===== config.mk =====
export PLATFORM = sky130hd
export DESIGN_NAME = icache_control
export DESIGN_NICKNAME = d
export VERILOG_FILES = /design/src/rtl/icache_pkg.sv /design/src/rtl/icache_control.sv
export SDC_FILE = /design/constraint.sdc
export NUM_CORES = 1
export LEC_CHECK = 0
export ABC_AREA = 1
export BUFFER_PORTS_ARGS = -buffer_cell sky130_fd_sc_hd__clkbuf_2
export CAP_MARGIN = 10
export CORE_AREA = 2 2 586 588
export DETAILED_ROUTE_END_ITERATION = 6
export DIE_AREA = 0 0 588 590
export MAX_ROUTING_LAYER = met4
export RECOVER_POWER = 50
export SYNTH_ARGS = -nofsm -noshare
export SYNTH_HDL_FRONTEND = slang
export SYNTH_SLANG_ARGS = --single-unit

===== constraint.sdc =====
create_clock -name clk -period 3.1 [get_ports clk]
set_input_delay 0.155 -clock clk [delete_from_list [all_inputs] [get_ports clk]]
set_output_delay 0.155 -clock clk [all_outputs]
set_load 0.1 [all_outputs]

===== src/rtl/icache_pkg.sv =====
`default_nettype none

package icache_pkg;

    // Cache geometry
    localparam int NUM_WAYS    = 4;
    localparam int LINE_BITS   = 256;
    localparam int WORD_BITS   = 32;
    localparam int OFFSET_BITS = 5;

    // Upper address bits naming one line, also used as the full tag
    typedef logic [31-OFFSET_BITS:0] line_addr_t;

    typedef logic [1:0] way_idx_t;

    typedef enum logic [2:0] {
        idle_s,
        compare_tag_s,
        allocate_s,
        prefetch_s,
        prefetch_fill_s
    } icache_state_t;

    // One way as seen at the lookup set
    typedef struct packed {
        logic       valid;
        line_addr_t tag;
    } way_status_t;

    // Fill command to one way
    typedef struct packed {
        logic                 we;
        line_addr_t           tag;
        logic [LINE_BITS-1:0] line;
    } way_write_t;

    // Line and word the controller is looking at
    typedef struct packed {
        line_addr_t line;
        logic [2:0] word;
    } lookup_t;

endpackage

`default_nettype wire


===== src/rtl/icache_control.sv =====
`default_nettype none

module icache_control
    import icache_pkg::*;
#(
    parameter int SETS = 16
) (
    input  wire logic                 clk,
    input  wire logic                 arst_n,
    // CPU side
    input  wire logic                 cpu_read,
    input  wire logic [31:0]          cpu_addr,
    output logic                      cpu_resp,
    // From the hit selector and PLRU
    input  wire logic                 hit,
    input  wire way_idx_t             hit_way,
    input  wire way_idx_t             victim_way,
    // Memory side
    output logic                      mem_read,
    output line_addr_t                mem_addr,
    input  wire logic                 mem_resp,
    input  wire logic [LINE_BITS-1:0] mem_rdata,
    // To the ways and PLRU
    output lookup_t                   lookup,
    output way_write_t                wr [NUM_WAYS],
    output logic                      touch,
    output way_idx_t                  touch_way
);

    icache_state_t state_q;
    icache_state_t state_d;
    logic          demand_miss_q;
    logic          demand_miss_d;
    line_addr_t    req_line_q;
    logic [2:0]    req_word_q;
    logic          prefetching;
    logic          fill;

    always_ff @(posedge clk or negedge arst_n) begin
        if (!arst_n) begin
            state_q       <= idle_s;
            demand_miss_q <= 1'b0;
        end else begin
            state_q       <= state_d;
            demand_miss_q <= demand_miss_d;
        end
    end

    // Request address, captured at acceptance
    always_ff @(posedge clk) begin
        if (state_q == idle_s && cpu_read) begin
            req_line_q <= cpu_addr[31:OFFSET_BITS];
            req_word_q <= cpu_addr[OFFSET_BITS-1:2];
        end
    end

    // Lookup follows the next line while prefetching
    assign prefetching = (state_q == prefetch_s) || (state_q == prefetch_fill_s);

    always_comb begin
        if (prefetching) begin
            lookup.line = req_line_q + line_addr_t'(1);
            lookup.word = '0;
        end else begin
            lookup.line = req_line_q;
            lookup.word = req_word_q;
        end
    end

    always_comb begin
        state_d       = state_q;
        demand_miss_d = demand_miss_q;
        cpu_resp      = 1'b0;
        touch         = 1'b0;
        touch_way     = hit_way;
        fill          = 1'b0;
        case (state_q)
            idle_s: begin
                if (cpu_read) begin
                    state_d = compare_tag_s;
                end
            end
            compare_tag_s: begin
                if (hit) begin
                    cpu_resp      = 1'b1;
                    touch         = 1'b1;
                    demand_miss_d = 1'b0;
                    // Only a response that followed a fill goes on to prefetch
                    state_d       = demand_miss_q ? prefetch_s : idle_s;
                end else begin
                    state_d = allocate_s;
                end
            end
            allocate_s: begin
                if (mem_resp) begin
                    fill          = 1'b1;
                    touch         = 1'b1;
                    touch_way     = victim_way;
                    demand_miss_d = 1'b1;
                    state_d       = compare_tag_s;
                end
            end
            prefetch_s: begin
                state_d = hit ? idle_s : prefetch_fill_s;
            end
            prefetch_fill_s: begin
                if (mem_resp) begin
                    fill      = 1'b1;
                    touch     = 1'b1;
                    touch_way = victim_way;
                    state_d   = idle_s;
                end
            end
            default: begin
                state_d = idle_s;
            end
        endcase
    end

    // Memory request stays up for the whole fill state
    assign mem_read = (state_q == allocate_s) || (state_q == prefetch_fill_s);
    assign mem_addr = lookup.line;

    // Fill goes only to the victim way
    always_comb begin
        for (int i = 0; i < NUM_WAYS; i++) begin
            wr[i].we   = fill && (victim_way == way_idx_t'(i));
            wr[i].tag  = lookup.line;
            wr[i].line = mem_rdata;
        end
    end

    no_mem_read_in_idle: assert property (
        @(posedge clk) disable iff (!arst_n)
        (state_q == idle_s) |-> !mem_read
    );

    resp_only_in_compare: assert property (
        @(posedge clk) disable iff (!arst_n)
        cpu_resp |-> (state_q == compare_tag_s)
    );

    // Fill target must not move while memory is busy
    fill_victim_stable: assert property (
        @(posedge clk) disable iff (!arst_n)
        (mem_read && !mem_resp) |=> $stable(victim_way)
    );

endmodule

`default_nettype wire


== Yosys cells after proc, flatten, opt, wreduce, memory -nomap -nowiden ==
Cells that the tools add are included.
Word-level totals
  register bits after elaboration: 34
  input bits: 297
Operators by class
  add/subtract/negate cells: 1
  equality and inequality tests: 11
  muxes and demuxes: 18
  reduce and logical (&&, ||, !) cells: 13
Operator list (count)
  30-bit 2-to-1 mux: 1
  27-bit by 1-bit adder with 27-bit output (second input constant): 1
  3-bit case mux with 5 select lines: 1
  3-bit 2-to-1 mux: 4
  2-bit 2-to-1 mux: 4
  2-bit inequality test (second input constant): 4
  3-bit by 2-bit equality test with 1-bit output (second input constant): 2
  1-bit 2-to-1 mux: 6
  3-bit AND reduction: 2
  1-bit logical AND: 5
  2-bit equality test (second input constant): 2
  1-bit case mux with 2 select lines: 2
  3-bit by 1-bit equality test with 1-bit output (second input constant): 1
  3-bit equality test (second input constant): 1
  3-bit zero test: 1
  2-bit by 1-bit equality test with 1-bit output (second input constant): 1
  2-bit zero test: 1
  1-bit logical OR: 2
  2-bit nonzero test: 1
  2-bit OR reduction: 1

== Longest topological paths before layout ==
  depth after elaboration: 4
  gate-level depth with buffers: 10
  gate-level depth less buffers: 9

== Least setup slack after synthesis ==
OpenSTA, ideal clock, no wires.
  kind: register to output
  start point: register state_q[0]
  end point: output port wr[1135] (netlist name)
  arrival: 3645 ps
  data required time: 2945 ps
  path slack: -700 ps
  cell stages (with the launch flop): 6
  path buffers: 0
  cells stage by stage: dfrtp_1 > nor2_1 > nand2_1 > nand2_1 > nand2_2 > nor3_1
RTL lines
  start, declared: RTL line icache_control.sv:30  | icache_state_t state_q;
  start signal, assigned: RTL line icache_control.sv:41  | state_q <= idle_s;
  start signal, assigned: RTL line icache_control.sv:44  | state_q <= state_d;
  end, declared: RTL line icache_control.sv:25  | output way_write_t wr [NUM_WAYS],

==> metrics.txt <==
final WL=roughly 190,000 µm; CP most frequent cell=nand2_1; placed cell areas=11,880 µm²; IO Pins=1,495; Fin. Hold Viols=0; Max Fclk=361.1 MHz; WL/cell=about 38 µm; via count=between 5,000 and 6,000; CTS max path bufs=2; Hold/Removal Path Class=primary input to register; CP endpoint kind=output pin; Crit-path slowest cell=edfxtp_1; Startpoint Class=register; Die Height=between 500 and 600 µm; nets=835; sequential share of the synthesized area=0.09259; number of synthesized register bits=34; pin count of the biggest net entering global routing=31; WP data required=2.94 ns; Min-Delay Startpoint=cpu_addr[5]; Total GRT Usage=0.1098; CP Data Arrival Time=2.61 ns; vias per cell=between 1 and 1.5; Die W=588 µm; layout cells sized above 1=0.5409; # setup viols final=0; worst-skew pair later-pin latency=approximately 0.31 ns; P_sw=5823 µW; leak pwr=0.003110 µW; largest area contributor in the netlist=buf_4; port bufs=between 200 and 250; simple-gate share of the synthesized area=0.06933; slowest stage delay, CP=~0.42 ns; WP buf/inv=3; Gate power share=0.848; CP max FO=6; Slew @ Worst Pin=0.6115 ns; clock power share=0.069; Adder-Cell Fraction of Synth Area=0.001157; sequence of cells on the critical path=ha_1 > nand2_1 > nor2_1 > nand2_1 > nor2_4 > nand3_1 > nand2_1 > nand2_1 > inv_1 > buf_12 > buf_12; DRC Markers=0; P_int=3092 µW; Area growth, synth to finish=12.30%; largest family of logic cells by synthesized area=buffers and inverters; htree depth=2; Netlist Area Pre-Place=10,810 µm²; share of power burned in registers=0.084; Cell Count Post-Placement=5,077; Peak VDD IR=0.0004005 V; Synth Instances=~1,400; Post-synth EDFFs=30; async set or reset register ratio after synthesis=0.1176; vias in the first global route=~5,000; Inserted Clock Buffers=5; die area=about 350,000 µm²; power density over the cells=roughly 730 nW/µm²; Crit path max-delay family=simple AND/OR/NAND/NOR gates; clock sinks=34; global-route wire length before repair=just over 200,000 µm; fin crit period=~2.8 ns; hold_ws=between 0.02 and 0.025 ns; commonest register cell after synthesis=edfxtp_1; Yosys warnings=0; GR Overflow Total=0; final instance area=12,140 µm²; Pwr Total=8915 µW; switching share of total power=0.6531; RSZ-0062 raised after global routing=false; final antenna-violating net count=0; Slew Limit Fails=0; num rows=215; post-synthesis compound-gate area fraction=0.006134; Initial Util=0.03169; DR pass1 iterations=5; Non-Filler Instances=approximately 5,100; outcome=finished clean; Post-Syn Nets=~1,700; hpwl dp=175,000 µm; root buf cell=clkbuf_16; CTS tree=done; gp weighted congestion=0.6645; post-synth cell types=26; Starting DRT DRC Count=274; top cells by area, synth=buf_4 80%, edfxtp_1 8.3%, nand2_1 2.8%, inv_1 1.6%, nor2_1 0.94%; reg-to-reg startpoint=state_q[0]; Setup Skew=0.007347 ns; dominant cell by count in the synthesized netlist=buf_4; Max Cap Viol=0; Slew headroom=0.5941; initial antenna violation count=20; CORE AREA=between 300,000 and 400,000 µm²; XOR/XNOR Fraction of Synth Area=0.008912; clock input transition at the sequential cells of the worst setup and hold paths=roughly 0.06 ns; Tcrit/Tclk final=0.8933; top post-synthesis cells by count=1,159 x buf_4, 80 x nand2_1, 45 x inv_1, 30 x edfxtp_1, 27 x nor2_1; crit path kind=register to output pin; Mapped Avg Cell Area=7.592 µm²; CP Launch Point=req_line_q[0]; top-area cell type share of the netlist area=0.8049; mux contribution to synthesized area=0
layout make-up:
| class | instances | area (µm²) |
|---|---|---|
| Fill cell | 40640 | 329000 |
| Sequential cell | 34 | 1001 |
| Antenna cell | 1 | 2.502 |
| Tap cell | 4557 | 5702 |
| Clock buffer | 7 | 132.6 |
| Multi-Input combinational cell | 184 | 1052 |
| Timing Repair Buffer | 266 | 4048 |
| Clock inverter | 1 | 30.03 |
| Inverter | 46 | 172.7 |
cell usage in the layout (no fill, tap or decap), types with 3 or more instances in the layout:
cell type / instances
clkbuf_16: 5
nand3_1: 20
clkbuf_2: 49
buf_4: 34
xor2_2: 4
xnor2_4: 3
o21ai_0: 3
edfxtp_1: 30
nor2_1: 26
nor3_1: 7
clkbuf_1: 3
dlygate4sd3_1: 10
nor2_4: 7
xnor2_2: 4
buf_12: 172
nand2_1: 80
nand2_2: 7
dfrtp_1: 4
nand4_1: 8
inv_1: 45
path summary, 6_finish.rpt:
kind | to | slack, ns | cells past startpoint
hold / removal | req_line_q[0] | 0.02 | 1
max in group asynchronous | state_q[1] | 2.76 | 2
setup reg to reg | req_line_q[22] | 1.50 | 4
hold reg to reg | state_q[0] | 0.55 | 2
min in group asynchronous | demand_miss_q | 0.20 | 2
setup / recovery | wr[844] | 0.33 | 11
cells by family after synthesis:
group / after synthesis
flops: 34
fa+ha+maj: 1
xor+xnor: 11
buf+inv: 1206
simple gates: 160
compound gates: 12
metrics by stage:
stage | utilization | worst slack [ns] | TNS (ns)
global route | 0.03559 | 0.07596 | 0
finish | 0.03559 | 0.3307 | 0
floorplan | - | -0.7004 | -2.946
detailed placement | 0.03482 | 0.5460 | 0
global placement | 0.03482 | 0.4920 | 0
CTS | 0.03559 | 0.1907 | 0
flip-flops by register name, summed over array words and instances, names as in the netlist:
signal,count
req_word_q,3
req_line_q,27
demand_miss_q,1
state_q,3
repair_timing:
item / 4_1_cts / 5_1_grt
hold endpoints to repair: 13 / 0
hold buffers: 10 / 0
setup buffers: 0 / 0
gates resized for setup: 0 / 0
per-layer routing:
metal / share of wire / track usage
met5: 0 / -
met2: 0.44 / 0.1655
met3: 0.37 / 0.1848
met1: 0.14 / 0.04454
met4: 0.045 / 0.04215
worst reg2reg max path: cells and delay by family (launching register included):
family        cells  cell delay, ns
simple gates      3            0.34
flops             1            0.42
buf+inv           1            0.40
power by group through the flow:
stage | logic, µW | registers (µW) | clock network [µW]
after global placement | 7770 | 750 | 0
after detailed placement | 7770 | 755 | 0
after global routing | 7840 | 759 | 653
final | 7560 | 745 | 612
after floorplan | 11100 | 721 | 0
after CTS | 7790 | 745 | 655
Note: power is estimated with default switching activity, not from simulation.
