`config.mk`:
```
export PLATFORM = sky130hd
export DESIGN_NAME = icache_hit_select
export DESIGN_NICKNAME = d
export VERILOG_FILES = /design/src/rtl/icache_pkg.sv /design/src/rtl/icache_hit_select.sv
export SDC_FILE = /design/constraint.sdc
export NUM_CORES = 1
export LEC_CHECK = 0
export BUFFER_PORTS_ARGS = -buffer_cell sky130_fd_sc_hd__buf_4
export CORE_AREA = 4 4 465 467
export DETAILED_ROUTE_END_ITERATION = 10
export DIE_AREA = 0 0 469 471
export GPL_ROUTABILITY_DRIVEN = 0
export GPL_TIMING_DRIVEN = 1
export PLACE_DENSITY = 0.3
export RECOVER_POWER = 100
export REMOVE_ABC_BUFFERS = 1
export SKIP_LAST_GASP = 1
export SYNTH_ARGS = -nofsm -noshare
export SYNTH_HDL_FRONTEND = slang
export SYNTH_SLANG_ARGS = --single-unit
```
`constraint.sdc`:
```
create_clock -name vclk -period 11.8
set_clock_uncertainty 0.2 [all_clocks]
set_input_delay 2.36 -clock vclk [all_inputs]
set_output_delay 2.36 -clock vclk [all_outputs]
set_load 0.05 [all_outputs]
```
`src/rtl/icache_pkg.sv`:
```
`default_nettype none

package icache_pkg;

    // Cache geometry
    localparam int NUM_WAYS    = 4;
    localparam int LINE_BITS   = 256;
    localparam int WORD_BITS   = 32;
    localparam int OFFSET_BITS = 5;

    // Upper address bits naming one line, also used as the full tag
    typedef logic [31-OFFSET_BITS:0] line_addr_t;

    typedef logic [1:0] way_idx_t;

    typedef enum logic [2:0] {
        idle_s,
        compare_tag_s,
        allocate_s,
        prefetch_s,
        prefetch_fill_s
    } icache_state_t;

    // One way as seen at the lookup set
    typedef struct packed {
        logic       valid;
        line_addr_t tag;
    } way_status_t;

    // Fill command to one way
    typedef struct packed {
        logic                 we;
        line_addr_t           tag;
        logic [LINE_BITS-1:0] line;
    } way_write_t;

    // Line and word the controller is looking at
    typedef struct packed {
        line_addr_t line;
        logic [2:0] word;
    } lookup_t;

endpackage

`default_nettype wire

```
`src/rtl/icache_hit_select.sv`:
```
`default_nettype none

module icache_hit_select
    import icache_pkg::*;
(
    input  wire lookup_t              lookup,
    input  wire way_status_t          status [NUM_WAYS],
    input  wire logic [LINE_BITS-1:0] lines  [NUM_WAYS],
    output logic                      hit,
    output way_idx_t                  hit_way,
    output logic [WORD_BITS-1:0]      rdata
);

    logic [NUM_WAYS-1:0] match;

    // Full line address is stored, so a plain equality suffices
    always_comb begin
        for (int i = 0; i < NUM_WAYS; i++) begin
            match[i] = status[i].valid && (status[i].tag == lookup.line);
        end
    end

    always_comb begin
        hit_way = '0;
        for (int i = 0; i < NUM_WAYS; i++) begin
            if (match[i]) begin
                hit_way = way_idx_t'(i);
            end
        end
    end

    assign hit = |match;

    // Word select within the hit line
    assign rdata = lines[hit_way][lookup.word*WORD_BITS +: WORD_BITS];

    // A line may live in one way only; a duplicate means a fill went wrong
    always_comb begin
        single_match: assert final ($isunknown(match) || $onehot0(match));
    end

endmodule

`default_nettype wire

```
# == After elaboration in Yosys (flattened, before gate mapping) ==
# Cells that the tools add are included.
# totals
ff_bits,0
input_bits,1166
output_inout_bits,35
# op_classes
order_cmp,1
n_eq_ne,4
n_shift,1
n_mux,6
n_bitwise,1
n_reduce_logical,5
# ops
op,count
$bmux W256 S2,1
$mux W256,2
$shiftx A256 B9 Y32,1
$eq A27 B27 Y1,4
$logic_and A1 B1 Y1,4
$mux W2,2
$reduce_or A4 Y1,1
$ge A3 B3 Y1 const B,1
$not A2 Y3,1
$mux W1,1

# == Longest topological paths before layout ==
# Gate-level depths: netlist (run 1).
# depth
depth_word,10
ltp_mapped,13
mapped_depth_nobuf,8

# == Worst setup path after synthesis (run 1) ==
# OpenSTA, ideal clock, no wires.
# synth_path
path_kind,input to output
start,input lookup[22] (netlist name)
end,output rdata[19]
t_arrival_ps,5982
required_time_ps,9240
path_slack_ps,3258
stages,12
path_cell_list,buf_2 > xnor2_2 > nand4_1 > or4_1 > buf_6 > nor2_8 > buf_8 > buf_6 > nand2_1 > a21oi_1 > nor3_1 > a2111oi_1
# synth_via
elab_chain_cells,10
word_cells_on_any_way,14
classes_between,3 x eq/ne; 1 x shift; 6 x mux; 1 x bitwise; 3 x reduce/logical
# synth_lines
item,line,rtl
start: declaration,icache_hit_select.sv:6,"input wire lookup_t lookup,"
$eq A27 B27 Y1,icache_hit_select.sv:19,match[i] = status[i].valid && (status[i].tag == lookup.line);
$logic_and A1 B1 Y1,icache_hit_select.sv:19,
$mux W1,icache_hit_select.sv:26,if (match[i]) begin
$mux W2,icache_hit_select.sv:26,
$mux W2 (*),icache_hit_select.sv:26,
$not A2 Y3 (implied by the code) (*),icache_hit_select.sv:35,assign rdata = lines[hit_way][lookup.word*WORD_BITS +: WORD_BITS];
$bmux W256 S2 (*),icache_hit_select.sv:35,
$mux W256 (implied by the code) (*) (2 in a row),icache_hit_select.sv:35,
$shiftx A256 B9 Y32 (*),icache_hit_select.sv:35,
end: declaration,icache_hit_select.sv:11,output logic [WORD_BITS-1:0] rdata
# Every way passes the cells marked *; elsewhere a longest branch is shown, timed or not. The select of a mux whose other input is x is not followed.

# == Worst setup path after layout (run 1) ==
# layout_path
start,input lookup[14] (netlist name)
end,output rdata[19]
# Same word-level chain as after synthesis.

==> out/metrics.csv, run 1 <==
metric,value,unit
status,"finished, violations left",
violations,"max-capacitance violations, max-slew violations",
viasPerCell,3.77,
rsz0062_at_grt,no,
syn_area_per_cell,6.28,um2
peakVddDrop,21.7,uV
grt_start_max_net_pins,52,
synth_mux_area_share,16.2,%
pin_count,1201,
endpoint,rdata[19],
crit_cells,12,
cp_data_arrival_time,8.00,ns
clock.fmax,0.0947,GHz
yosys.area_share.simple,29.0,%
synth_fa_ha_area_share,0,%
end_kind,output pin,
firstDrtPassIters,5,
synth_warnings,0,
seq_area,0,um2
crit_chain,buf_4 -> xnor2_1 -> nand4_1 -> or4_1 -> or2_0 -> buf_4 -> buf_4 -> o21ai_0 -> o211ai_1 -> a211oi_1 -> a2111oi_0 -> buf_4,
final.clkbuf_count,0,
grt_pass1_vias,22200,
worst_slew_pin_slew,2.08,ns
ctsHoldBuffers,0,
avgRoutedWirePerCell,40.8,um
drc,0,
synth_cell_type_count,71,
port_buffers,1201,
overflow,0,
worstSetupPathType,input pin to output pin,
hold_depth,6,
path_delay_family,simple AND/OR/NAND/NOR gates,
synthXorXnorAreaFrac,8.93,%
path_buf_inv,4,
synth_top_family_by_area,compound AO/OA/AOI/OAI gates,
grtUsageTotal,20.0,%
min_period,10.56,ns
fp-row-count,169,
cp_common_cell,buf_4,
num_vias,21600,
synth_top_area_share,13.3,%
slew_headroom,-38.7,%
drtIter0Drc,1837,
maxSlewViolCount,24,
netlist_area,11000,um2
critPathRequiredTime,9.24,ns
place_inst,5678,
coreArea,212000,um2
die_w,469,um
start_util,5.20,%
crit_fanout,30,
final_util,11.2,%
final_cells,5732,
synth_compound_area_share,37.2,%
wirelength,234000,um
powerDensity,33.0,nW/um2
start_kind,input pin,
totalPowerFinal,778,uW
cts_repair_resize_count,0,
grt_pass1_wl,281000,um
place_hpwl,205000,um
multiInputGateArea,10200,um2
cts_setup_buffers,0,
design.seq.count,0,
ant_nets,0,
power_leakage,10.2,nW
fillCellCount,25000,
cpMaxStageDelayCell,or2_0,
nets,4025,
antenna_found_initial,214,
cap_violations,1,
die_area,221000,um2
synth_area_leaders,"mux2i_1 (13%), nand2_1 (9.3%), o21ai_0 (7.0%)",
setup_violations,0,
yosys.area.top_type,mux2i_1,
final_hold_viol_count,0,
startpoint,lookup[14],
hp-class,input pin to output pin,
cpPeakStageDelay,1.58,ns
postSynthCellCount,1754,
syn_to_final_growth,114,%
seq_area_frac_synth,0,%
layout-drive-gt1-share,46.9,%
die_h,471,um
fin_crit_sh,89.5,%
## per-stage QoR
step	TNS (ns)	worst slack [ns]	instance area (um2)	hold slack, ns
after floorplan	-1.68	-0.295	10100	4.80
after global placement	0	0.770	23500	5.10
after detailed placement	0	1.67	23600	5.10
after CTS	0	1.66	23600	5.10
after global routing	0	0.921	23500	5.17
final	0	1.24	23600	5.15
## cell families after synthesis
logic type,count (synthesis)
buffers and inverters,194
multiplexers,171
AO/OA/AOI/OAI,620
XOR/XNOR,108
AND/OR/NAND/NOR,661
## cell type report
type | count | share of cell area, %
inverter | 10 | 0.164
timing repair buffer | 1287 | 41.0
antenna | 54 | 0.573
tap | 2821 | 15.0
multi-input combinational | 1560 | 43.3
## worst min path at each step
stage                from         to  slack [ns]
2_1_floorplan  lines[434]  rdata[18]        4.80
3_5_place_dp   lines[983]  rdata[23]        5.10
6_report       lines[127]  rdata[31]        5.15
4_1_cts        lines[983]  rdata[23]        5.10
5_1_grt        lines[408]  rdata[24]        5.17
3_3_place_gp   lines[928]   rdata[0]        5.10
## synthesized netlist by cell type, types with 7 or more instances
master	n
mux2_2	21
o211ai_1	33
nor3_1	58
buf_4	14
a221o_1	11
xnor2_1	79
nor4_1	26
nand4_1	46
o32ai_1	9
a21oi_1	94
buf_6	11
nand2_1	273
and3_1	66
o2111ai_1	7
o21ai_0	153
a211oi_1	89
o22ai_1	28
buf_2	61
xor2_1	24
nand3_1	71
mux2i_1	146
a221oi_1	15
a22oi_1	34
o221ai_1	19
o31ai_1	13
nor2_1	83
a31oi_1	51
inv_1	10
clkbuf_1	90
## metal layers
layer	wire length (um)	up-vias	GRT usage [%]
li1	-	9018	-
met1	88100	10600	22.6
met2	115000	1519	35.6
met3	23700	370	7.32
met4	6510	122	4.39
met5	788	-	0
## report_power, final
part / switching (mW) / internal (mW)
clock: 0 / 0.000000182
sequential: 0 / 0
combinational: 0.420 / 0.359
## cell usage in the layout (no fill, tap or decap), types with 54 or more instances in the layout
cell type,netlist,layout
buf_4,14,1257
nand2_1,273,269
o21ai_0,153,152
mux2i_1,146,146
a21oi_1,94,93
a211oi_1,89,89
xnor2_1,79,79
nor2_1,83,77
nand3_1,71,69
and3_1,66,65
nor3_1,58,57
diode_2,0,54
(Power assumes the default switching activity.)
==> inputs of run 2 (changes only) <==
ABC_CLOCK_PERIOD_IN_PS = 11800   (was unset)
BUFFER_PORTS_ARGS = unset   (was -buffer_cell sky130_fd_sc_hd__buf_4)
CORE_AREA = 4 4 472 474   (was 4 4 465 467)
DIE_AREA = 0 0 476 478   (was 0 0 469 471)
DONT_BUFFER_PORTS = 1   (was unset)
==> run 2 against run 1 <==
  * The run still ends with max-capacitance violations, max-slew violations left
  * Setup slack got worse by 0.35 ns
  * Routed wire length is 2.9% lower
  * Sequential share of layout area unchanged
  * Critical path type unchanged
  * Critical endpoint is now rdata[29]
  * Non-clock buffer count down 1181
  * Cell area decreased by 36%
  * Global-route usage is 1.3 points lower
  * Via count fell by 19%
  * Critical path depth is 2 lower
  * Clock-buffer cell count is the same
  * First-iteration DRC count is 4.5% higher
  * Largest cell class unchanged
  * Combinational power down 44%
==> out/metrics.csv, run 2 (synthesis gave the netlist of run 1 again) <==
metric,value,unit
design.seq.count,0,
met3_usage,8.97,%
final.clkbuf_count,0,
syn_to_final_growth,38.2,%
crit_fanout,68,
path_delay_family,simple AND/OR/NAND/NOR gates,
hp-class,input pin to output pin,
place_hpwl,199000,um
ant_nets,0,
cpPeakStageDelay,2.10,ns
pin_count,1201,
rsz0062_at_grt,no,
fp-row-count,172,
fillCellCount,26000,
grt_pass1_wl,262000,um
drc,0,
final_util,6.95,%
crit_chain,xnor2_1 -> and4_1 -> nand3_1 -> or2_0 -> buf_12 -> nor3_1 -> a211oi_1 -> o211ai_1 -> a211oi_2 -> clkbuf_1,
grtUsageMet2,32.1,%
grt_start_max_net_pins,173,
hold_start,lines[408],
path_buf_inv,2,
coreArea,219000,um2
grt_pass1_vias,16900,
worstSetupPathType,input pin to output pin,
fin_crit_sh,92.5,%
maxSlewViolCount,39,
layout_commonest_cell,nand2_1,
wirelength,227000,um
port_buffers,0,
power_leakage,4.69,nW
cpMaxStageDelayCell,or2_0,
powerDensity,28.4,nW/um2
drtIter0Drc,1919,
setup_violations,0,
num_vias,17600,
status,"finished, violations left",
min_period,10.91,ns
avgRoutedWirePerCell,48.8,um
die_area,228000,um2
clock.fmax,0.0917,GHz
peakVddDrop,11.4,uV
violations,"max-capacitance violations, max-slew violations",
hold_end,rdata[24],
final_hold_viol_count,0,
die_w,476,um
cts_setup_buffers,0,
grtUsageTotal,18.7,%
ctsHoldBuffers,0,
holdWs,4.96,ns
cp_data_arrival_time,8.35,ns
viasPerCell,3.78,
firstDrtPassIters,6,
slew_headroom,-90.8,%
final_cell_mix,"nand2_1 (268), o21ai_0 (153), mux2i_1 (146), a21oi_1 (92), xnor2_1 (79)",
end_kind,output pin,
hold_depth,3,
cap_violations,5,
worst_slew_pin_slew,2.86,ns
start_kind,input pin,
seq_area,0,um2
grt-busiest-layer,met2,
start_util,5.03,%
antenna_found_initial,246,
critPathRequiredTime,9.24,ns
nets,2844,
overflow,0,
die_h,478,um
layout-drive-gt1-share,11.4,%
cts_repair_resize_count,0,
gr-usage-met1,19.7,%
==> run 2: changes by cell type in the layout (fill, tap and decap cells not counted), moves of 5 or more <==
cell / change
nor4_2: +6
nor4_1: -6
a211oi_1: -13
a211oi_2: +11
diode_2: +49
clkbuf_1: -14
buf_8: +8
buf_4: -1182
buf_6: +5
==> run 2: per-stage QoR <==
stage | TNS, ns | area, um2 | setup slack (ns) | instances | power, mW
2_1_floorplan | -1.68 | 10100 | -0.295 | 1570 | 0.209
3_3_place_gp | 0 | 15000 | 1.28 | 4546 | 0.450
3_5_place_dp | 0 | 15100 | 1.68 | 4547 | 0.448
4_1_cts | 0 | 15100 | 1.66 | 4547 | 0.449
5_1_grt | 0 | 15100 | 0.902 | 4598 | 0.452
6_report | 0 | 15200 | 0.889 | 4650 | 0.432
==> run 2: final cells by class <==
class                           instances  area [um2]  area share, %
Multi-Input combinational cell       1560       10400           68.0
Timing Repair Buffer                  106         980           6.44
Inverter                               10        38.8          0.255
Tap cell                             2871        3590           23.6
Antenna cell                          103         258           1.69
==> run 2: worst max path at each step <==
stage	start	endpoint	slack [ns]	depth (start not counted)
finish	status[51]	rdata[29]	0.89	10
global route	status[51]	rdata[4]	0.90	10
CTS	lookup[18]	rdata[1]	1.66	10
detailed placement	lookup[18]	rdata[1]	1.68	10
global placement	lookup[18]	rdata[20]	1.28	10
floorplan	lookup[29]	rdata[10]	-0.30	8
==> run 2: per-layer routing <==
metal	wire length [um]	vias up	share of wire, %
met5	1120	-	0.49
met2	107000	1588	47
met3	27900	501	12
met4	10700	170	4.7
met1	80000	8597	35
li1	-	6701	-
==> run 2: tightest hold or removal path, cell delays in order <==
cell,delay (ns)
o21ai_0,0.13
a2111oi_0,0.14
buf_6,0.17
==> run 2: where the power goes <==
part	switching, mW	internal [mW]
combinational	0.300	0.132
clock	0	0.000000810
sequential	0	0
