## src/rtl/icache_pkg.sv

```systemverilog
`default_nettype none

package icache_pkg;

    // Cache geometry
    localparam int NUM_WAYS    = 4;
    localparam int LINE_BITS   = 256;
    localparam int WORD_BITS   = 32;
    localparam int OFFSET_BITS = 5;

    // Upper address bits naming one line, also used as the full tag
    typedef logic [31-OFFSET_BITS:0] line_addr_t;

    typedef logic [1:0] way_idx_t;

    typedef enum logic [2:0] {
        idle_s,
        compare_tag_s,
        allocate_s,
        prefetch_s,
        prefetch_fill_s
    } icache_state_t;

    // One way as seen at the lookup set
    typedef struct packed {
        logic       valid;
        line_addr_t tag;
    } way_status_t;

    // Fill command to one way
    typedef struct packed {
        logic                 we;
        line_addr_t           tag;
        logic [LINE_BITS-1:0] line;
    } way_write_t;

    // Line and word the controller is looking at
    typedef struct packed {
        line_addr_t line;
        logic [2:0] word;
    } lookup_t;

endpackage

`default_nettype wire

```

## src/rtl/icache_plru.sv

```systemverilog
`default_nettype none

module icache_plru
    import icache_pkg::*;
#(
    parameter int SETS = 16
) (
    input  wire logic                     clk,
    input  wire logic                     arst_n,
    input  wire logic [$clog2(SETS)-1:0]  set_index,
    input  wire logic [NUM_WAYS-1:0]      valid,
    input  wire logic                     touch,
    input  wire way_idx_t                 touch_way,
    output way_idx_t                      victim_way
);

    // bit0 picks the half, bit1 picks in ways 0-1, bit2 picks in ways 2-3
    logic [2:0] tree_q [SETS];
    logic [2:0] tree;
    logic [2:0] tree_next;

    assign tree = tree_q[set_index];

    always_comb begin
        victim_way = '0;
        if (!(&valid)) begin
            // Lowest invalid way wins, so scan downward
            for (int i = NUM_WAYS - 1; i >= 0; i--) begin
                if (!valid[i]) begin
                    victim_way = way_idx_t'(i);
                end
            end
        end else if (!tree[0]) begin
            victim_way = tree[1] ? way_idx_t'(1) : way_idx_t'(0);
        end else begin
            victim_way = tree[2] ? way_idx_t'(3) : way_idx_t'(2);
        end
    end

    // Point every bit on the touched path away from the touched way
    always_comb begin
        tree_next    = tree;
        tree_next[0] = ~touch_way[1];
        if (touch_way[1]) begin
            tree_next[2] = ~touch_way[0];
        end else begin
            tree_next[1] = ~touch_way[0];
        end
    end

    always_ff @(posedge clk or negedge arst_n) begin
        if (!arst_n) begin
            for (int s = 0; s < SETS; s++) begin
                tree_q[s] <= '0;
            end
        end else if (touch) begin
            tree_q[set_index] <= tree_next;
        end
    end

endmodule

`default_nettype wire

```

## config.mk

```make
export PLATFORM = sky130hd
export DESIGN_NAME = icache_plru
export DESIGN_NICKNAME = d
export VERILOG_FILES = /design/src/rtl/icache_pkg.sv /design/src/rtl/icache_plru.sv
export SDC_FILE = /design/constraint.sdc
export NUM_CORES = 1
export LEC_CHECK = 0
export BUFFER_PORTS_ARGS = -buffer_cell sky130_fd_sc_hd__buf_4
export CORE_MARGIN = 2
export CORE_UTILIZATION = 60
export CTS_BUF_LIST = sky130_fd_sc_hd__clkbuf_4
export CTS_CLUSTER_SIZE = 16
export DETAILED_ROUTE_END_ITERATION = 16
export GPL_ROUTABILITY_DRIVEN = 0
export HOLD_SLACK_MARGIN = 0.05
export PLACE_DENSITY_LB_ADDON = 0.15
export SLEW_MARGIN = 40
export SYNTH_ARGS = -nofsm -noshare
export SYNTH_HDL_FRONTEND = slang
export SYNTH_SLANG_ARGS = --single-unit
```

## constraint.sdc

```tcl
create_clock -name clk -period 2.05 [get_ports clk]
set_input_delay 0.205 -clock clk [delete_from_list [all_inputs] [get_ports clk]]
set_output_delay 0.205 -clock clk [all_outputs]
set_load 0.005 [all_outputs]
```

Word level (Yosys, flattened, before mapping)
Cells that the tools add are included.
{ "word_totals": {"regBits": 48, "in_bits": 13, "output_inout_bits": 2, "elab_cells": 39} }
{ "op_classes": {"magnitude_cmp": 2, "mux": 16, "bitwise": 3, "reduce_logical": 2} }
{ "ops": {"columns": ["op", "n"], "rows": [
  ["bitwise mux 48 bit", 1],
  ["binary-select mux 3 bit (select 4 bit)", 1],
  ["demux 3 bit (select 4 bit)", 1],
  ["2-to-1 mux 2 bit", 6],
  ["2-to-1 mux 3 bit", 3],
  [">= comparator 5 bit (second input constant)", 1],
  ["less-than comparator 5 x 1 -> 1 bit (second input constant)", 1],
  ["NOT 4 -> 5 bit", 1],
  ["2-to-1 mux 1 bit", 4],
  ["AND reduction 4 bit", 1],
  ["NOT 1 bit", 2],
  ["logical AND 1 bit", 1]
]} }

Logic depth before layout (Yosys ltp)
Gate-level depths: netlist of the first run.
{ "depth": {"word_depth": 7, "ltp_mapped": 7, "ltp_nobuf": 5} }

Worst setup path after synthesis of the first run
OpenSTA, ideal clock, no wires.
{ "synth_path": {"path_kind": "register -> register", "startpoint": "reg tree_q[43] (netlist bit)", "endpoint": "reg tree_q[22] (netlist bit)", "setup_ns": 0.150, "arrival_time_ns": 1.594, "t_required_ns": 1.900, "slack_ns": 0.306, "stages_incl_launch_ff": 7, "path_buffers": 1, "synth_period_minus_slack_ns": 1.744, "path_cell_list": "dfrtp_1 mux4_1 a22oi_1 nand3_1 a21oi_2 buf_6 a21oi_1"} }
{ "synth_via": {"elab_chain_cells": 5} }
{ "synth_rtl": {"columns": ["element", "line_no", "rtl"], "rows": [
  ["start: declaration", "icache_plru.sv:18", "logic [2:0] tree_q [SETS];"],
  ["start signal: indexed assignment", "icache_plru.sv:57", "tree_q[set_index] <= tree_next;"],
  ["binary-select mux 3 bit (select 4 bit)", "icache_plru.sv:22", "assign tree = tree_q[set_index];"],
  ["2-to-1 mux 3 bit (not written as such) (2 in series)", "icache_plru.sv:22", null],
  ["2-to-1 mux 1 bit", "icache_plru.sv:44", "if (touch_way[1]) begin"],
  ["bitwise mux 48 bit", "icache_plru.sv:57", null]
]} }
No other way between the ends. The select of a mux whose other input is x is not followed.
A chain may end at the register's enable or synchronous reset.

Worst setup path after layout of the first run
{ "layout_path": {"startpoint": "reg tree_q[36] (netlist bit)", "endpoint": "out victim_way[0]"} }
{ "layout_via": {"elab_chain_cells": 5} }
{ "layout_rtl": {"columns": ["element", "line_no", "rtl"], "rows": [
  ["binary-select mux 3 bit (select 4 bit)", "icache_plru.sv:22", null],
  ["2-to-1 mux 3 bit (not written as such) (2 in series)", "icache_plru.sv:22", null],
  ["2-to-1 mux 2 bit", "icache_plru.sv:33", "end else if (!tree[0]) begin"],
  ["2-to-1 mux 2 bit", "icache_plru.sv:26", "if (!(&valid)) begin"],
  ["end: declaration", "icache_plru.sv:14", "output way_idx_t victim_way"]
]} }
No other way between the ends. The select of a mux whose other input is x is not followed.

==> impl_metrics.toml, run 1 <==
[setup_path]
critical_path.cell_chain = "mux4_2 -> a22oi_2 -> nand3_2 -> mux2i_1 -> a31oi_1 -> buf_4"
cp.arrival_ns = 2.00
cpPeakStageDelay_ns = 0.49
path_class = "reg2out"
cp.required_ns = 1.85
crit_path_end_kind = "output pin"
crit_slowest_cell = "mux4_2"
path_max_fanout = 2
startpoint_type = "register"

[yosys]
synth_area_leader_cell = "dfrtp_1"
yosysWarnings = 0
synthesis.area_sq_um = 2280
synth_cell_types = 29
syn_nets = 231
syn_area_per_cell_sq_um = 10.5
ys_top_cells_by_area = "dfrtp_1, mux4_2, mux4_1, nand2_1, nor2_1"
synth_cells = 218
ys_seq_area_share_pct = 52.7
synth-seq-cells = 48
synth_top_area_share_pct = 52.7

[detailed_routing]
first_pass_iters = 4
wirelength_um = 4830
drc = 0
vias = 1751
first_iter_violations = 142
postRouteAntennaNets = 0
routedWlPerCell_um = 16.9
vias_per_cell = 6.12

[floorplanning]
boundaryPins = 15
die_h_um = 65.6
start_util_pct = 62.3
die-area_sq_um = 4310
core.rowCount = 22
core-area_sq_um = 3660
fp.dieW_um = 65.6

[timing]
maxSlewHeadroom_pct = 58.5
fin_crit_ns = 2.20
drv_slew = 0
clock.fmax_mhz = 454
whs_ns = 0.192
final-setup-viol-count = 2
worst_slack_ns = -0.153
skew_ns = 0.0168
hold_viol = 0
worst_slew_pin_slew_ns = 0.618
rsz0062_at_grt = "yes"
finalCritPeriodShare_pct = 107

[layout]
syn2layout_area_growth_pct = 11.3
nFillCells = 296
top_regs = "tree_q (48)"
top_register = "tree_q"
num_antenna_cells = 0
fin_cells = 286
drive_gt1_share_pct = 21.0
largest_reg_flops = 48
final_nets = 250
final_util_pct = 69.3

[outcome]
violations = "setup timing"
status = "complete, but fails checks"

[clock_tree]
htreeDepth = 2
root_buffer = "clkbuf_4"
cts_tree = "yes"
cts.sinks = 48
clk_pin_slew_ns = 0.14
clk_latency_ns = 0.37
numCtsBuffers = 5
clk_path_buf_depth = 2

[power]
p_leak_nw = 1.10
ir_worst_vdd_mv = 0.564
power_density_nw_per_um2 = 914
p_total_mw = 2.32

[placement]
io_buffers = 14
dpl.hpwl_um = 3490
dp_cells = 275

[global_route]
grt_max_degree = 49
track_usage_pct = 25.9
antenna_found_initial = 0
grt_pass1_vias = 1781
grt_pass1_wl_um = 8260
grt-ovfl-total = 0

[min_path]
hp-class = "in2reg"

[flow_run]
max-cap-violations = 0
-- per-stage QoR --
| stage | setup TNS, ns | setup WS [ns] | cell area (sq um) |
|---|---|---|---|
| global route | -0.407 | -0.233 | 2540 |
| floorplan | 0 | 0.306 | 2280 |
| CTS | -0.318 | -0.173 | 2520 |
| detailed placement | 0 | 0.0573 | 2450 |
| finish | -0.270 | -0.153 | 2540 |
| global placement | 0 | 0.146 | 2450 |
-- power by group --
group	internal (mW)	total [mW]	leakage, nW	switching, mW
Combinational	0.292	0.579	0.489	0.287
Clock	0.129	0.432	0.0249	0.302
Sequential	1.17	1.31	0.586	0.138
Total	1.59	2.32	1.10	0.727
-- repair_timing --
item / CTS / global route
gates resized for setup: 6 / 3
pin swaps: 4 / 4
cloned: 0 / 0
setup buffers: 1 / 1
hold buffers: 1 / 0
setup endpoints to repair: 2 / 2
hold endpoints to repair: 48 / 0
-- kinds of logic (layout without fill, tap and decap cells) --
kind of cell | Yosys count | in the layout | share of synthesized area [%]
DFF | 48 | 48 | 52.7
and+or+nand+nor | 89 | 89 | 16.6
buffers and inverters | 12 | 32 | 3.02
muxes | 14 | 14 | 14.1
AOI/OAI and AO/OA | 55 | 55 | 13.6
-- final timing paths --
path	startpoint	end	slack (ns)	cells past startpoint
worst max-delay path	tree_q[36]$_DFFE_PN0P_	victim_way[0]	-0.15	6
worst min-delay path	touch_way[1]	tree_q[21]$_DFFE_PN0P_	0.19	2
worst max register to register	tree_q[38]$_DFFE_PN0P_	tree_q[35]$_DFFE_PN0P_	0.10	7
worst min register to register	tree_q[20]$_DFFE_PN0P_	tree_q[20]$_DFFE_PN0P_	0.50	2
max in group asynchronous	arst_n	tree_q[35]$_DFFE_PN0P_	1.28	2
min in group asynchronous	arst_n	tree_q[41]$_DFFE_PN0P_	0.35	2
-- routing by layer --
metal	up-vias	GRT usage, %	share of wire, %	wire length [um]
li1	802	-	-	-
met1	877	34.6	44	2140
met2	65	42.3	48	2330
met3	7	5.31	5.9	287
met4	0	8.85	1.4	68
met5	-	0	0	0
-- Yosys cell counts, drive strengths merged --
master  instances
a21oi          25
a22oi           3
a31oi           1
buf             5
clkbuf          5
dfrtp          48
inv             2
mux2i           2
mux4           12
nand2          35
nand2b          3
nand3           9
nand3b          1
nor2           34
nor2b           4
nor3            1
nor3b           1
nor4            1
o211a           1
o21ai          25
-- placed cells by master (no fill, tap or decap), drive strengths merged, types with 2 or more instances in the layout --
cell type   n
mux2i       2
clkbuf      5
inv         2
a21oi      25
nand3       9
nor2       34
buf        21
dfrtp      48
nand2b      3
mux4       12
nor2b       4
a22oi       3
clkinvlp    2
o21ai      25
nand2      35
-- cell type report --
cell class | instances | area (sq um) | share of cell area (%)
Timing Repair Buffer | 22 | 196 | 7.75
Multi-Input combinational cell | 158 | 1010 | 40.0
Tap cell | 48 | 60.1 | 2.37
Inverter | 2 | 7.51 | 0.296
Clock inverter | 3 | 18.8 | 0.740
Clock buffer | 5 | 37.5 | 1.48
Sequential cell | 48 | 1200 | 47.4
-- worst max-delay path, delay by kind of cell, from the launching register on --
| kind | cells | cell delay (ns) |
|---|---|---|
| multiplexers | 2 | 0.63 |
| flip-flops | 1 | 0.42 |
| AO/OA/AOI/OAI | 2 | 0.32 |
| AND/OR/NAND/NOR | 1 | 0.13 |
| buffers and inverters | 1 | 0.13 |
Note: power is estimated with default switching activity, not from simulation.
==> inputs of run 2 (changes only) <==
--- a/config.mk
+++ b/config.mk
@@ -14,6 +14,7 @@
 export GPL_ROUTABILITY_DRIVEN = 0
 export HOLD_SLACK_MARGIN = 0.05
 export PLACE_DENSITY_LB_ADDON = 0.15
+export SKIP_CTS_REPAIR_TIMING = 1
 export SLEW_MARGIN = 40
 export SYNTH_ARGS = -nofsm -noshare
 export SYNTH_HDL_FRONTEND = slang
==> impl_metrics.toml, run 2 (synthesis results as in run 1) <==
[power]
power.switching_uw = 728
power_frac_comb_pct = 25.2
power_density_nw_per_um2 = 914
p_sw_share_pct = 31.3
pwr-share-seq_pct = 56.2
pwr-share-clk_pct = 18.5
p_int_mw = 1.60
ir_worst_vdd_mv = 0.567
p_leak_nw = 1.10

[timing]
worst_slew_pin_slew_ns = 0.644
finalCritPeriodShare_pct = 108
clock.fmax_mhz = 452
worst_slack_ns = -0.164
skew_ns = 0.0145
final-setup-viol-count = 2
drv_slew = 0
maxSlewHeadroom_pct = 56.7
fin_crit_ns = 2.21
rsz0062_at_grt = "yes"
hold_viol = 0

[clock_tree]
clk_pin_slew_ns = 0.14
root_buffer = "clkbuf_4"
htreeDepth = 2
cts_tree = "yes"
clk_path_buf_depth = 2
numCtsBuffers = 5
cts.sinks = 48
clk_latency_ns = 0.37

[layout]
syn2layout_area_growth_pct = 11.6
layout_commonest_cell = "dfrtp_1"
num_antenna_cells = 0
layout_common_cells = "dfrtp_1, nand2_1, nor2_1"
final_nets = 251
top_regs = "tree_q (48)"
drive_gt1_share_pct = 21.3
stdcell_area_sq_um = 2540
fin_cells = 287
largest_reg_flops = 48
top_register = "tree_q"

[setup_path]
cp.arrival_ns = 2.01
path_class = "reg2out"
path_max_fanout = 2
crit_path_end_kind = "output pin"
cp.required_ns = 1.85
startpoint_type = "register"

[detailed_routing]
postRouteAntennaNets = 0
first_pass_iters = 4
routedWlPerCell_um = 16.9
vias = 1738
vias_per_cell = 6.06
drc = 0
wirelength_um = 4860
first_iter_violations = 144

[flow_run]
max-cap-violations = 0

[outcome]
violations = "setup timing"
status = "complete, but fails checks"

[floorplanning]
core.rowCount = 22
die-area_sq_um = 4310
fp.dieW_um = 65.6
core-area_sq_um = 3660
boundaryPins = 15
die_h_um = 65.6
start_util_pct = 62.3

[global_route]
antenna_found_initial = 0
track_usage_pct = 25.9
grt_pass1_wl_um = 8270
grt-ovfl-total = 0
grt_pass1_vias = 1779
grt_max_degree = 49

[placement]
dpl.hpwl_um = 3490
io_buffers = 14
dp_cells = 275
placed_cell_area_sq_um = 2450

[min_path]
hp-class = "in2reg"
==> run 2: power groups by stage <==
stage	logic, mW	registers, mW	clock network (mW)
after floorplan	0.409	1.26	0
after global placement	0.514	1.30	0
after detailed placement	0.555	1.31	0
after CTS	0.553	1.30	0.435
after global routing	0.654	1.33	0.480
final	0.587	1.31	0.431
==> run 2: layout make-up <==
type,instances,area [sq um]
Fill cell,296,1120
Clock buffer,5,37.5
Clock inverter,3,18.8
Sequential cell,48,1200
Tap cell,48,60.1
Multi-Input combinational cell,158,1010
Timing Repair Buffer,23,204
Inverter,2,7.51
==> run 2: path summary, 6_finish.rpt <==
path	startpoint	slack, ns	endpoint	cells past startpoint
max	tree_q[36]$_DFFE_PN0P_	-0.16	victim_way[0]	6
min	touch_way[1]	0.19	tree_q[21]$_DFFE_PN0P_	2
max reg2reg	tree_q[38]$_DFFE_PN0P_	0.10	tree_q[35]$_DFFE_PN0P_	7
min reg2reg	tree_q[20]$_DFFE_PN0P_	0.50	tree_q[20]$_DFFE_PN0P_	2
max in group asynchronous	arst_n	1.28	tree_q[35]$_DFFE_PN0P_	2
min in group asynchronous	arst_n	0.35	tree_q[41]$_DFFE_PN0P_	2
==> run 2: stage by stage <==
step | util (%) | power (mW) | setup TNS (ns) | worst slack, ns | hold slack, ns
finish | 69.5 | 2.32 | -0.294 | -0.164 | 0.188
global route | 69.5 | 2.46 | -0.451 | -0.255 | 0.187
CTS | 68.4 | 2.29 | -0.447 | -0.249 | -0.166
detailed placement | 66.8 | 1.87 | 0 | 0.0573 | 0.247
global placement | 66.8 | 1.81 | 0 | 0.146 | 0.229
floorplan | - | 1.67 | 0 | 0.306 | -0.0906
==> run 2: worst max-delay path: stages (launching register included) <==
cell and delay (ns):
dfrtp_1 0.42, mux4_2 0.49, a22oi_2 0.19, nand3_2 0.12, mux2i_1 0.14, a31oi_1 0.14
buf_4 0.13
==> run 2: per-layer routing <==
layer	track usage, %	vias to the layer above	wire length [um]
li1	-	804	-
met1	34.8	863	2140
met2	42.6	62	2350
met3	4.62	9	300
met4	9.11	0	76
met5	0	-	0
==> inputs of run 3 (changes only) <==
==> constraint.sdc (replaced) <==
create_clock -name clk -period 2.1 [get_ports clk]
set_input_delay 0.21 -clock clk [delete_from_list [all_inputs] [get_ports clk]]
set_output_delay 0.21 -clock clk [all_outputs]
set_load 0.005 [all_outputs]
==> impl_metrics.toml, run 3 (synthesis results as in run 1) <==
[setup_path]
cp-startpoint = "tree_q[38]$_DFFE_PN0P_"
crit_slowest_cell = "mux4_2"
cp.required_ns = 1.89
path_class = "reg2out"
cpPeakStageDelay_ns = 0.49
critical_path.cell_chain = "mux4_2 -> a22oi_2 -> nand3_2 -> mux2i_1 -> a31oi_1 -> buf_4"
startpoint_type = "register"
reg2reg_from = "tree_q[37]$_DFFE_PN0P_"
path_max_fanout = 2
cp.arrival_ns = 2.02
crit_path_end_kind = "output pin"

[layout]
largest_reg_flops = 48
fin_cells = 283
top_regs = "tree_q (48)"
drive_gt1_share_pct = 20.0
num_antenna_cells = 0
layout_common_cells = "dfrtp_1, nand2_1, nor2_1"
layout_commonest_cell = "dfrtp_1"
syn2layout_area_growth_pct = 10.0
final_util_pct = 68.5
nFillCells = 279
final_nets = 250
top_register = "tree_q"

[global_route]
grt_pass1_wl_um = 8000
grt_max_degree = 49
antenna_found_initial = 0
grt-ovfl-total = 0
track_usage_pct = 25.5
grt_pass1_vias = 1701

[clock_tree]
clk_path_buf_depth = 2
cts_tree = "yes"
clk_latency_ns = 0.36
clk_pin_slew_ns = 0.13
root_buffer = "clkbuf_4"
htreeDepth = 2
numCtsBuffers = 5
cts.sinks = 48

[timing]
final-setup-viol-count = 2
clock.fmax_mhz = 448
rsz0062_at_grt = "yes"
fin_crit_ns = 2.23
maxSlewHeadroom_pct = 60.6
worst_slew_pin_slew_ns = 0.591
hold_viol = 0
worst_slack_ns = -0.131
skew_ns = 0.0118
finalCritPeriodShare_pct = 106
drv_slew = 0

[detailed_routing]
vias = 1703
drc = 0
wirelength_um = 4820
routedWlPerCell_um = 17.0
vias_per_cell = 6.02
postRouteAntennaNets = 0
first_iter_violations = 168
first_pass_iters = 4

[floorplanning]
core-area_sq_um = 3660
boundaryPins = 15
die-area_sq_um = 4310
start_util_pct = 62.3
core.rowCount = 22
fp.dieW_um = 65.6
die_h_um = 65.6

[power]
ir_worst_vdd_mv = 0.489
power_density_nw_per_um2 = 877
p_leak_nw = 1.10

[outcome]
status = "complete, but fails checks"
violations = "setup timing"

[placement]
dpl.hpwl_um = 3400
io_buffers = 14
dp_cells = 276

[min_path]
hp-class = "in2reg"
min_from = "touch_way[1]"

[flow_run]
max-cap-violations = 0
## run 3: routing by layer
layer | up-vias | track usage, % | routed length (um)
li1 | 799 | - | -
met1 | 837 | 34.1 | 2110
met2 | 57 | 41.5 | 2380
met3 | 10 | 5.65 | 240
met4 | 0 | 8.59 | 83
met5 | - | 0 | 0
## run 3: power breakdown
part,switching (mW),internal (mW)
registers,0.133,1.14
clock network,0.263,0.112
logic,0.276,0.274
total,0.672,1.53
## run 3: worst paths after layout
kind                            slack [ns]                endpoint  depth (start not counted)
min in group asynchronous             0.37  tree_q[33]$_DFFE_PN0P_                          2
worst max register to register        0.26  tree_q[13]$_DFFE_PN0P_                          6
worst min-delay path                  0.21  tree_q[27]$_DFFE_PN0P_                          2
max in group asynchronous             1.31   tree_q[7]$_DFFE_PN0P_                          2
worst max-delay path                 -0.13           victim_way[0]                          6
worst min register to register        0.50  tree_q[20]$_DFFE_PN0P_                          2
## run 3: worst max-delay path, delay by kind of cell (launching register included)
kind                   cells  cell delay (ns)
AO/OA/AOI/OAI              2             0.30
buffers and inverters      1             0.14
flip-flops                 1             0.42
multiplexers               2             0.67
AND/OR/NAND/NOR            1             0.13
## run 3: stage by stage
| stage | cell area (sq um) | total power [mW] | worst slack (ns) | setup TNS (ns) | hold WS, ns |
|---|---|---|---|---|---|
| global placement | 2440 | 1.77 | 0.165 | 0 | 0.239 |
| finish | 2510 | 2.20 | -0.131 | -0.177 | 0.209 |
| floorplan | 2280 | 1.63 | 0.356 | 0 | -0.0856 |
| global route | 2510 | 2.33 | -0.248 | -0.391 | 0.212 |
| CTS | 2480 | 2.18 | -0.223 | -0.334 | -0.141 |
| detailed placement | 2440 | 1.81 | 0.0741 | 0 | 0.252 |
## run 3: layout make-up
type / instances / area (sq um) / share of cell area (%)
clock buffers: 5 / 37.5 / 1.50
inverters: 2 / 7.51 / 0.299
multi-input cells: 158 / 1020 / 40.6
flip-flops and latches: 48 / 1200 / 47.9
well taps: 48 / 60.1 / 2.39
repair buffers: 22 / 184 / 7.33
